<file path="src/verilog/bpc_pkg.sv">
package bpc_pkg;

    // stripe column geometry
    localparam int num_lanes = 4;

    // plane limits
    localparam int min_plane = 4;
    localparam int fine_plane = 6;

    // subband layout
    localparam int max_level = 4;
    localparam int num_comps = 3;
    localparam int entry_w = 7;

    // AXI4-Lite slave
    localparam int axi_addr_w = 12;
    localparam int axi_data_w = 32;
    localparam logic [1:0] resp_okay = 2'b00;
    localparam logic [1:0] resp_slverr = 2'b10;

    // sign in bit 16, magnitude below
    typedef logic [16:0] coef_t;
    typedef logic [3:0] plane_t;
    // {sign, mag, gamma, sigma}
    typedef logic [3:0] state_t;
    typedef logic signed [16:0] dist_t;
    typedef logic [6:0] window_t;
    typedef logic [13:0] square_t;
    typedef logic [3:0] count_t;

    typedef enum logic [2:0] {
        pass_none = 3'b000,
        pass_sig = 3'b001,
        pass_ref = 3'b010,
        pass_cln = 3'b100
    } pass_t;

    typedef enum logic [1:0] {
        band_ll = 2'd0,
        band_hl = 2'd1,
        band_lh = 2'd2,
        band_hh = 2'd3
    } band_t;

endpackage

</file>
<file path="src/verilog/bp_state_gen.sv">
`timescale 1ns/1ps
module bp_state_gen (
    input  logic clk_rc,
    input  logic rst,
    input  logic bp_step,
    input  logic stall,
    input  bpc_pkg::plane_t count_bp,
    input  bpc_pkg::coef_t [bpc_pkg::num_lanes-1:0] coef,
    output bpc_pkg::state_t [bpc_pkg::num_lanes-1:0] bp_state
);

    import bpc_pkg::*;

    logic advance;
    coef_t [num_lanes-1:0] coef_q;

    // highest set magnitude bit, 0 when below min_plane
    function automatic plane_t msb_of(logic [15:0] mag);
        plane_t pos;
        pos = '0;
        for (int b = min_plane; b < 16; b++) begin
            if (mag[b]) begin
                pos = plane_t'(b);
            end
        end
        return pos;
    endfunction

    assign advance = bp_step && !stall;

    always_ff @(posedge clk_rc or negedge rst) begin
        if (!rst) begin
            coef_q <= '0;
        end else if (advance) begin
            coef_q <= coef;
        end
    end

    // state follows the live plane counter
    always_comb begin
        plane_t msb;
        logic mag_bit;
        logic gamma_bit;
        logic sigma_bit;
        for (int i = 0; i < num_lanes; i++) begin
            msb = msb_of(coef_q[i][15:0]);
            sigma_bit = (count_bp < msb);
            if (count_bp >= min_plane) begin
                mag_bit = coef_q[i][count_bp];
            end else begin
                mag_bit = 1'b0;
            end
            // refinement only two planes below the msb
            if (msb < fine_plane) begin
                gamma_bit = 1'b0;
            end else if (count_bp > msb - 4'd2) begin
                gamma_bit = 1'b0;
            end else begin
                gamma_bit = 1'b1;
            end
            bp_state[i] = {coef_q[i][16], mag_bit, gamma_bit, sigma_bit};
        end
    end

endmodule

</file>
<file path="src/verilog/bpc_band_regs.sv">
`timescale 1ns/1ps
module bpc_band_regs (
    input  logic clk_rc,
    input  logic rst,
    input  logic [bpc_pkg::axi_addr_w-1:0] awaddr,
    input  logic awvalid,
    output logic awready,
    input  logic [bpc_pkg::axi_data_w-1:0] wdata,
    input  logic wvalid,
    output logic wready,
    output logic [1:0] bresp,
    output logic bvalid,
    input  logic bready,
    input  logic [bpc_pkg::axi_addr_w-1:0] araddr,
    input  logic arvalid,
    output logic arready,
    output logic [bpc_pkg::axi_data_w-1:0] rdata,
    output logic [1:0] rresp,
    output logic rvalid,
    input  logic rready,
    input  logic [2:0] level,
    input  logic [1:0] comp,
    input  bpc_pkg::band_t band,
    output bpc_pkg::plane_t top_plane
);

    import bpc_pkg::*;

    // one count per {level, comp, band}
    count_t counts [2**entry_w];

    logic [entry_w-1:0] wr_idx;
    logic [entry_w-1:0] rd_idx;
    logic [entry_w-1:0] lk_idx;
    logic wr_fire;
    logic rd_fire;

    // LL exists only at the deepest level
    function automatic logic entry_valid(logic [entry_w-1:0] idx);
        logic [2:0] lvl;
        logic [1:0] cmp;
        logic [1:0] bnd;
        lvl = idx[6:4];
        cmp = idx[3:2];
        bnd = idx[1:0];
        return (lvl <= max_level) && (cmp < num_comps) &&
               ((bnd != band_ll) || (lvl == max_level));
    endfunction

    // word address is byte address [8:2]
    assign wr_idx = awaddr[8:2];
    assign rd_idx = araddr[8:2];
    assign lk_idx = {level, comp, band};

    assign wr_fire = awvalid && wvalid && !bvalid;
    assign awready = wr_fire;
    assign wready = wr_fire;

    assign rd_fire = arvalid && !rvalid;
    assign arready = rd_fire;

    // write channel and count storage
    always_ff @(posedge clk_rc or negedge rst) begin
        if (!rst) begin
            for (int i = 0; i < 2**entry_w; i++) begin
                counts[i] <= '0;
            end
            bvalid <= 1'b0;
            bresp <= resp_okay;
        end else if (wr_fire) begin
            bvalid <= 1'b1;
            if (entry_valid(wr_idx)) begin
                counts[wr_idx] <= wdata[$bits(count_t)-1:0];
                bresp <= resp_okay;
            end else begin
                bresp <= resp_slverr;
            end
        end else if (bready) begin
            bvalid <= 1'b0;
        end
    end

    // read channel
    always_ff @(posedge clk_rc or negedge rst) begin
        if (!rst) begin
            rvalid <= 1'b0;
            rdata <= '0;
            rresp <= resp_okay;
        end else if (rd_fire) begin
            rvalid <= 1'b1;
            if (entry_valid(rd_idx)) begin
                rdata <= {{(axi_data_w - $bits(count_t)){1'b0}}, counts[rd_idx]};
                rresp <= resp_okay;
            end else begin
                rdata <= '0;
                rresp <= resp_slverr;
            end
        end else if (rready) begin
            rvalid <= 1'b0;
        end
    end

    // top plane wraps modulo 16
    assign top_plane = entry_valid(lk_idx) ? counts[lk_idx] + 4'd3 : '0;

    bvalid_hold: assert property (
        @(posedge clk_rc) disable iff (!rst)
        (bvalid && !bready) |=> bvalid
    );

    rvalid_hold: assert property (
        @(posedge clk_rc) disable iff (!rst)
        (rvalid && !rready) |=> rvalid
    );

endmodule

</file>
<file path="src/verilog/bpc_state_top.sv">
`timescale 1ns/1ps
module bpc_state_top (
    input  logic clk_rc,
    input  logic rst,
    // AXI4-Lite slave
    input  logic [bpc_pkg::axi_addr_w-1:0] awaddr,
    input  logic awvalid,
    output logic awready,
    input  logic [bpc_pkg::axi_data_w-1:0] wdata,
    input  logic wvalid,
    output logic wready,
    output logic [1:0] bresp,
    output logic bvalid,
    input  logic bready,
    input  logic [bpc_pkg::axi_addr_w-1:0] araddr,
    input  logic arvalid,
    output logic arready,
    output logic [bpc_pkg::axi_data_w-1:0] rdata,
    output logic [1:0] rresp,
    output logic rvalid,
    input  logic rready,
    // coder side
    input  logic bp_step,
    input  logic stall,
    input  bpc_pkg::plane_t count_bp,
    input  bpc_pkg::coef_t [bpc_pkg::num_lanes-1:0] coef,
    input  bpc_pkg::pass_t [bpc_pkg::num_lanes-1:0] pass_type,
    input  logic [2:0] level,
    input  logic [1:0] comp,
    input  bpc_pkg::band_t band,
    output bpc_pkg::plane_t top_plane,
    output bpc_pkg::state_t [bpc_pkg::num_lanes-1:0] bp_state,
    output bpc_pkg::dist_t [bpc_pkg::num_lanes-1:0] nmsedec
);

    bpc_band_regs bpc_band_regs_inst (
        .clk_rc    (clk_rc),
        .rst       (rst),
        .awaddr    (awaddr),
        .awvalid   (awvalid),
        .awready   (awready),
        .wdata     (wdata),
        .wvalid    (wvalid),
        .wready    (wready),
        .bresp     (bresp),
        .bvalid    (bvalid),
        .bready    (bready),
        .araddr    (araddr),
        .arvalid   (arvalid),
        .arready   (arready),
        .rdata     (rdata),
        .rresp     (rresp),
        .rvalid    (rvalid),
        .rready    (rready),
        .level     (level),
        .comp      (comp),
        .band      (band),
        .top_plane (top_plane)
    );

    bp_state_gen bp_state_gen_inst (
        .clk_rc   (clk_rc),
        .rst      (rst),
        .bp_step  (bp_step),
        .stall    (stall),
        .count_bp (count_bp),
        .coef     (coef),
        .bp_state (bp_state)
    );

    nmsedec_pipe nmsedec_pipe_inst (
        .clk_rc    (clk_rc),
        .rst       (rst),
        .bp_step   (bp_step),
        .stall     (stall),
        .count_bp  (count_bp),
        .coef      (coef),
        .pass_type (pass_type),
        .nmsedec   (nmsedec)
    );

endmodule

</file>
<file path="src/verilog/nmsedec_pipe.sv">
`timescale 1ns/1ps
module nmsedec_pipe (
    input  logic clk_rc,
    input  logic rst,
    input  logic bp_step,
    input  logic stall,
    input  bpc_pkg::plane_t count_bp,
    input  bpc_pkg::coef_t [bpc_pkg::num_lanes-1:0] coef,
    input  bpc_pkg::pass_t [bpc_pkg::num_lanes-1:0] pass_type,
    output bpc_pkg::dist_t [bpc_pkg::num_lanes-1:0] nmsedec
);

    import bpc_pkg::*;

    logic advance;

    // plane and pass ride along with their coefficient
    coef_t [num_lanes-1:0] s1_coef;
    coef_t [num_lanes-1:0] s2_coef;
    window_t [num_lanes-1:0] s3_w;
    window_t [num_lanes-1:0] s4_w;
    window_t [num_lanes-1:0] s5_w;
    square_t [num_lanes-1:0] s5_q;
    plane_t s1_plane;
    plane_t s2_plane;
    plane_t s3_plane;
    plane_t s4_plane;
    plane_t s5_plane;
    pass_t [num_lanes-1:0] s1_pass;
    pass_t [num_lanes-1:0] s2_pass;
    pass_t [num_lanes-1:0] s3_pass;
    pass_t [num_lanes-1:0] s4_pass;
    pass_t [num_lanes-1:0] s5_pass;

    // seven magnitude bits from the plane down, zero-filled under bit 0
    function automatic window_t window_of(coef_t c, plane_t p);
        logic [21:0] ext;
        ext = {c[15:0], 6'b0} >> p;
        if (p < min_plane) begin
            return '0;
        end
        return ext[6:0];
    endfunction

    function automatic dist_t dist_calc(window_t w, square_t q, plane_t p, pass_t ps,
                                        dist_t old);
        int wi;
        int qi;
        int val;
        wi = int'(w);
        qi = int'(q);
        val = 0;
        case (ps)
            pass_sig, pass_cln: begin
                if (p > fine_plane) begin
                    val = 384 * wi - 18432;
                end else begin
                    val = 2 * qi;
                end
            end
            pass_ref: begin
                if (p > fine_plane) begin
                    val = (wi >= 64) ? 128 * wi - 10240 : 6144 - 128 * wi;
                end else begin
                    val = 2 * qi - 256 * wi + 8192;
                end
            end
            default: begin
                return old;
            end
        endcase
        return dist_t'(val);
    endfunction

    assign advance = bp_step && !stall;

    // stages 1 and 2: capture and delay
    always_ff @(posedge clk_rc or negedge rst) begin
        if (!rst) begin
            s1_coef <= '0;
            s2_coef <= '0;
            s1_plane <= '0;
            s2_plane <= '0;
            for (int i = 0; i < num_lanes; i++) begin
                s1_pass[i] <= pass_none;
                s2_pass[i] <= pass_none;
            end
        end else if (advance) begin
            s1_coef <= coef;
            s1_plane <= count_bp;
            s1_pass <= pass_type;
            s2_coef <= s1_coef;
            s2_plane <= s1_plane;
            s2_pass <= s1_pass;
        end
    end

    // stages 3 and 4: window, then delay
    always_ff @(posedge clk_rc or negedge rst) begin
        if (!rst) begin
            s3_w <= '0;
            s4_w <= '0;
            s3_plane <= '0;
            s4_plane <= '0;
            for (int i = 0; i < num_lanes; i++) begin
                s3_pass[i] <= pass_none;
                s4_pass[i] <= pass_none;
            end
        end else if (advance) begin
            for (int i = 0; i < num_lanes; i++) begin
                s3_w[i] <= window_of(s2_coef[i], s2_plane);
            end
            s3_plane <= s2_plane;
            s3_pass <= s2_pass;
            s4_w <= s3_w;
            s4_plane <= s3_plane;
            s4_pass <= s3_pass;
        end
    end

    // stage 5 squares, output applies the pass formula
    always_ff @(posedge clk_rc or negedge rst) begin
        if (!rst) begin
            s5_w <= '0;
            s5_q <= '0;
            s5_plane <= '0;
            nmsedec <= '0;
            for (int i = 0; i < num_lanes; i++) begin
                s5_pass[i] <= pass_none;
            end
        end else if (advance) begin
            for (int i = 0; i < num_lanes; i++) begin
                s5_q[i] <= s4_w[i] * s4_w[i];
                nmsedec[i] <= dist_calc(s5_w[i], s5_q[i], s5_plane, s5_pass[i], nmsedec[i]);
            end
            s5_w <= s4_w;
            s5_plane <= s4_plane;
            s5_pass <= s4_pass;
        end
    end

    for (genvar g = 0; g < num_lanes; g++) begin : g_pass_chk
        pass_code: assert property (
            @(posedge clk_rc) disable iff (!rst)
            (bp_step && !stall) |->
                pass_type[g] inside {pass_none, pass_sig, pass_ref, pass_cln}
        );
    end

endmodule
</file>
<file path="config.mk">
export PLATFORM = sky130hd
export DESIGN_NAME = bpc_state_top
export DESIGN_NICKNAME = d
export VERILOG_FILES = /design/src/verilog/bpc_pkg.sv /design/src/verilog/bp_state_gen.sv /design/src/verilog/bpc_band_regs.sv /design/src/verilog/bpc_state_top.sv /design/src/verilog/nmsedec_pipe.sv
export SDC_FILE = /design/constraint.sdc
export NUM_CORES = 2
export LEC_CHECK = 0
export BUFFER_PORTS_ARGS = -buffer_cell sky130_fd_sc_hd__buf_4
export CAP_MARGIN = 0
export CORE_MARGIN = 4
export CORE_UTILIZATION = 43
export DETAILED_ROUTE_END_ITERATION = 8
export SETUP_SLACK_MARGIN = 0.02
export SYNTH_ARGS = -nofsm -noshare
export SYNTH_HDL_FRONTEND = slang
export SYNTH_SLANG_ARGS = --single-unit
</file>
<file path="constraint.sdc">
create_clock -name clk_rc -period 6.55 [get_ports clk_rc]
set_clock_uncertainty 0.1 [all_clocks]
set_input_delay 1.31 -clock clk_rc [delete_from_list [all_inputs] [get_ports clk_rc]]
set_output_delay 1.31 -clock clk_rc [all_outputs]
set_load 0.01 [all_outputs]
</file>
==> out/metrics.yaml <==
logic_synthesis:
  synthesis.area_um2: 51500
  synth_edf_count: 0
  async_reset_ff_share_pct: 100
  synth_warnings: 0
  ys.flop_type: "dfrtp_1"
  yosysUniqueCellTypes: 76
  syn_inst: 4854
  synth_area_per_cell_um2: 10.6
  ys_seq_elements: 924
  ys_seq_area_share_pct: 44.9
layout:
  utilization_pct: 47.9
  area_growth_pct: 10.1
  stdcell_count: 6316
  drive_gt1_share_pct: 20.6
  fin_area_um2: 56700
  fin_nets: 5083
  diodes: 0
floorplanning:
  placementRows: 126
  chipHeight_um: 354
  pin_count: 285
  die_area_um2: 125000
  die_w_um: 354
  start_util_pct: 43.4
  core-area_um2: 119000
clock_tree:
  cts_sinks: 924
  post_cts_resized: 0
  cts-root-buf: "clkbuf_16"
  h-tree-depth: 3
  cts_buffers: 103
  postCtsSetupBuffers: 0
  hold_buffers: 0
  insertion_delay_ns: 0.70
  cts_tree: "yes"
  cts_buffer_depth: 3
  path_clk_slew_ns: 0.06
setup_path:
  r2r_setup_slack_ns: 1.58
  path_delay_family: "buffers and inverters"
  cp_max_fo: 45
  r2r_start: "nmsedec_pipe_inst.s4_w[25]$_DFFE_PN0P_"
  worst-path-buf-inv: 3
  worstPathArrival_ns: 4.51
  cp_cell_sequence: "buf_6 > buf_4 > mux4_2 > mux2i_1 > o22ai_1 > o31ai_1 > and3_1 > ha_1 > xnor2_1 > nor2_1 > buf_4"
  crit_required_ns: 5.14
  critPathMaxStageDelay_ns: 0.52
  critPathCaptureType: "output port"
  worst-setup-path-type: "in -> out"
  worstReg2RegEnd: "nmsedec_pipe_inst.s5_q[55]$_DFFE_PN0P_"
  slowest_stage: "mux4_2"
  cp-start-kind: "input pin"
  r2r_cells: 17
  cpMostUsedCell: "buf_4"
sta:
  max_freq_mhz: 169
  fin_crit_ns: 5.92
  hold_viol_final: 0
  setup_viol: 0
  slew_headroom_pct: 23.0
  tightest_slew_ns: 1.14
  setup_tns_ns: 0
  rsz0062_at_grt: "false"
  maxSlewViolCount: 0
  min_period_over_period_pct: 90.4
min_path:
  hold-path-cell-count: 0
  hp-start: "bpc_band_regs_inst.counts[25]$_DFFE_PN0P_"
  holdPathEnd: "bpc_band_regs_inst.counts[25]$_DFFE_PN0P_"
  hp-class: "reg -> reg"
power:
  leakagePower_nw: 27.1
  powerDensity_nw_per_um2: 307
  vdd_drop_max_uv: 207
  finalPower_mw: 17.4
placed_design:
  dpl-instance-area_um2: 53200
  hpwlAfterDp_mm: 84.5
  gp_congestion: 0.833
  port_buffers: 208
  dp.cells: 6125
routing:
  routed_wl_mm: 123
  drc: 0
  ant_nets: 0
  drt-vias-per-instance: 5.37
  dr.pass1.iters: 5
  wl_per_cell_um: 19.5
  vias: 33900
  drt_iter0_drc: 2322
run_status:
  outcome: "finished, final reports clean"
global_route:
  grt_max_degree: 195
  track_usage_pct: 19.8
  grt_pass1_vias: 34500
  grt_first_pass_wirelength_mm: 200
  overflow: 0
  antenna_found_initial: 2
run:
  max_cap_violations: 0
worst register-to-register path: stages, from the launching register on:
cell and delay [ns]:
dfrtp_1 0.52, inv_1 0.19, nor2_1 0.21, ha_1 0.28
xor2_1 0.19, fa_1 0.49, inv_1 0.06, fa_1 0.53
inv_1 0.05, fa_1 0.52, inv_1 0.04, ha_1 0.31
o21a_1 0.14, o41ai_1 0.57, o2111ai_1 0.23, a21oi_1 0.21
xnor2_1 0.13, o21ai_1 0.07
cells in the mapped netlist (11+ instances only):
cell,n,area [µm²]
a22o_1,18,158
buf_1,22,82.6
a21boi_0,16,120
a22oi_1,23,173
and2_1,59,369
inv_1,172,646
o22ai_1,19,119
or3_1,11,68.8
fa_1,59,1180
dfrtp_1,924,23100
ha_1,238,2980
a211o_1,12,105
nand3_1,34,170
nand2_1,988,3710
nand2b_1,43,269
mux2_2,234,2640
clkbuf_1,510,1910
a211oi_1,23,173
o21ai_0,211,1060
mux2i_1,50,500
a31o_2,16,140
xnor2_1,72,631
mux4_2,272,6130
buf_2,32,160
nor3_1,64,320
nor2_1,177,664
a221oi_1,12,105
or2_2,12,75.1
nor2b_1,50,313
o21bai_1,19,143
nor4_1,19,119
and3_1,13,81.3
a31oi_1,19,119
o21a_1,28,210
buf_4,50,375
a21o_1,14,105
a21oi_1,139,696
xor2_1,25,219
o211ai_1,11,82.6
o31ai_1,26,195
flip-flops by register name (all words and copies together) (netlist names), 16 cells and up:
signal,flops
bpc_band_regs_inst.counts,512
nmsedec_pipe_inst.s3_w,28
nmsedec_pipe_inst.nmsedec,60
nmsedec_pipe_inst.s5_w,24
nmsedec_pipe_inst.s1_coef,51
nmsedec_pipe_inst.s2_coef,64
bp_state_gen_inst.coef_q,16
nmsedec_pipe_inst.s4_w,28
nmsedec_pipe_inst.s5_q,52
per-stage QoR:
stage / setup slack (ns) / hold WS (ns)
after CTS: 0.622 / 0.274
after global routing: 0.355 / 0.277
after floorplan: 1.52 / 0.322
after detailed placement: 0.628 / 0.261
final: 0.631 / 0.270
after global placement: 0.629 / 0.258
power breakdown:
group / switching [mW] / internal, mW
Clock: 2.44 / 3.54
Combinational: 2.47 / 2.00
Sequential: 0.676 / 6.29
Total: 5.58 / 11.8
how the worst max path moves through the flow:
stage | end | depth (start not counted) | slack [ns] | start
floorplan | top_plane[1] | 12 | 1.52 | band[0]
global placement | top_plane[2] | 11 | 0.63 | band[0]
detailed placement | top_plane[2] | 11 | 0.63 | band[0]
CTS | top_plane[3] | 11 | 0.62 | band[0]
global route | top_plane[2] | 13 | 0.36 | band[0]
finish | top_plane[2] | 11 | 0.63 | band[0]
logic make-up after synthesis:
group | Yosys count | share of synthesized area (%)
flops | 924 | 44.9
xor+xnor | 97 | 1.65
fa+ha+maj | 297 | 8.07
compound gates | 676 | 8.44
buf+inv | 794 | 6.35
simple gates | 1506 | 12.5
mux | 559 | 18.1
other cells | 1 | 0.00728
layer usage:
metal | vias to the layer above | wire length, µm | share of wire (%) | GRT usage, %
li1 | 16100 | - | - | -
met1 | 16800 | 60000 | 49 | 30.5
met2 | 799 | 53300 | 43 | 29.0
met3 | 180 | 6800 | 5.5 | 3.43
met4 | 4 | 2880 | 2.3 | 5.30
met5 | - | 25 | 0.020 | 0
layout make-up:
class / instances / area, µm²
Tap cell: 1600 / 2000
Multi-Input combinational cell: 3173 / 25300
Inverter: 172 / 646
Timing Repair Buffer: 256 / 2120
Clock buffer: 152 / 2990
Sequential cell: 924 / 23100
Clock inverter: 39 / 546
Fill cell: 10900 / 61800
cell usage in the layout (no fill, tap or decap), types with 26 or more instances in the layout:
cell type    n
a21oi_1    139
and2_1      59
buf_4      238
clkbuf_1    27
clkbuf_16  104
conb_1      38
dfrtp_1    922
fa_1        59
ha_1       238
inv_1      172
mux2_2     234
mux2i_1     50
mux4_2     272
nand2_1    988
nand2b_1    42
nand3_1     34
nor2_1     177
nor2b_1     49
nor3_1      63
o21a_1      28
o21ai_0    210
o31ai_1     26
xnor2_1     72
Note: power is estimated with default switching activity, not from simulation.
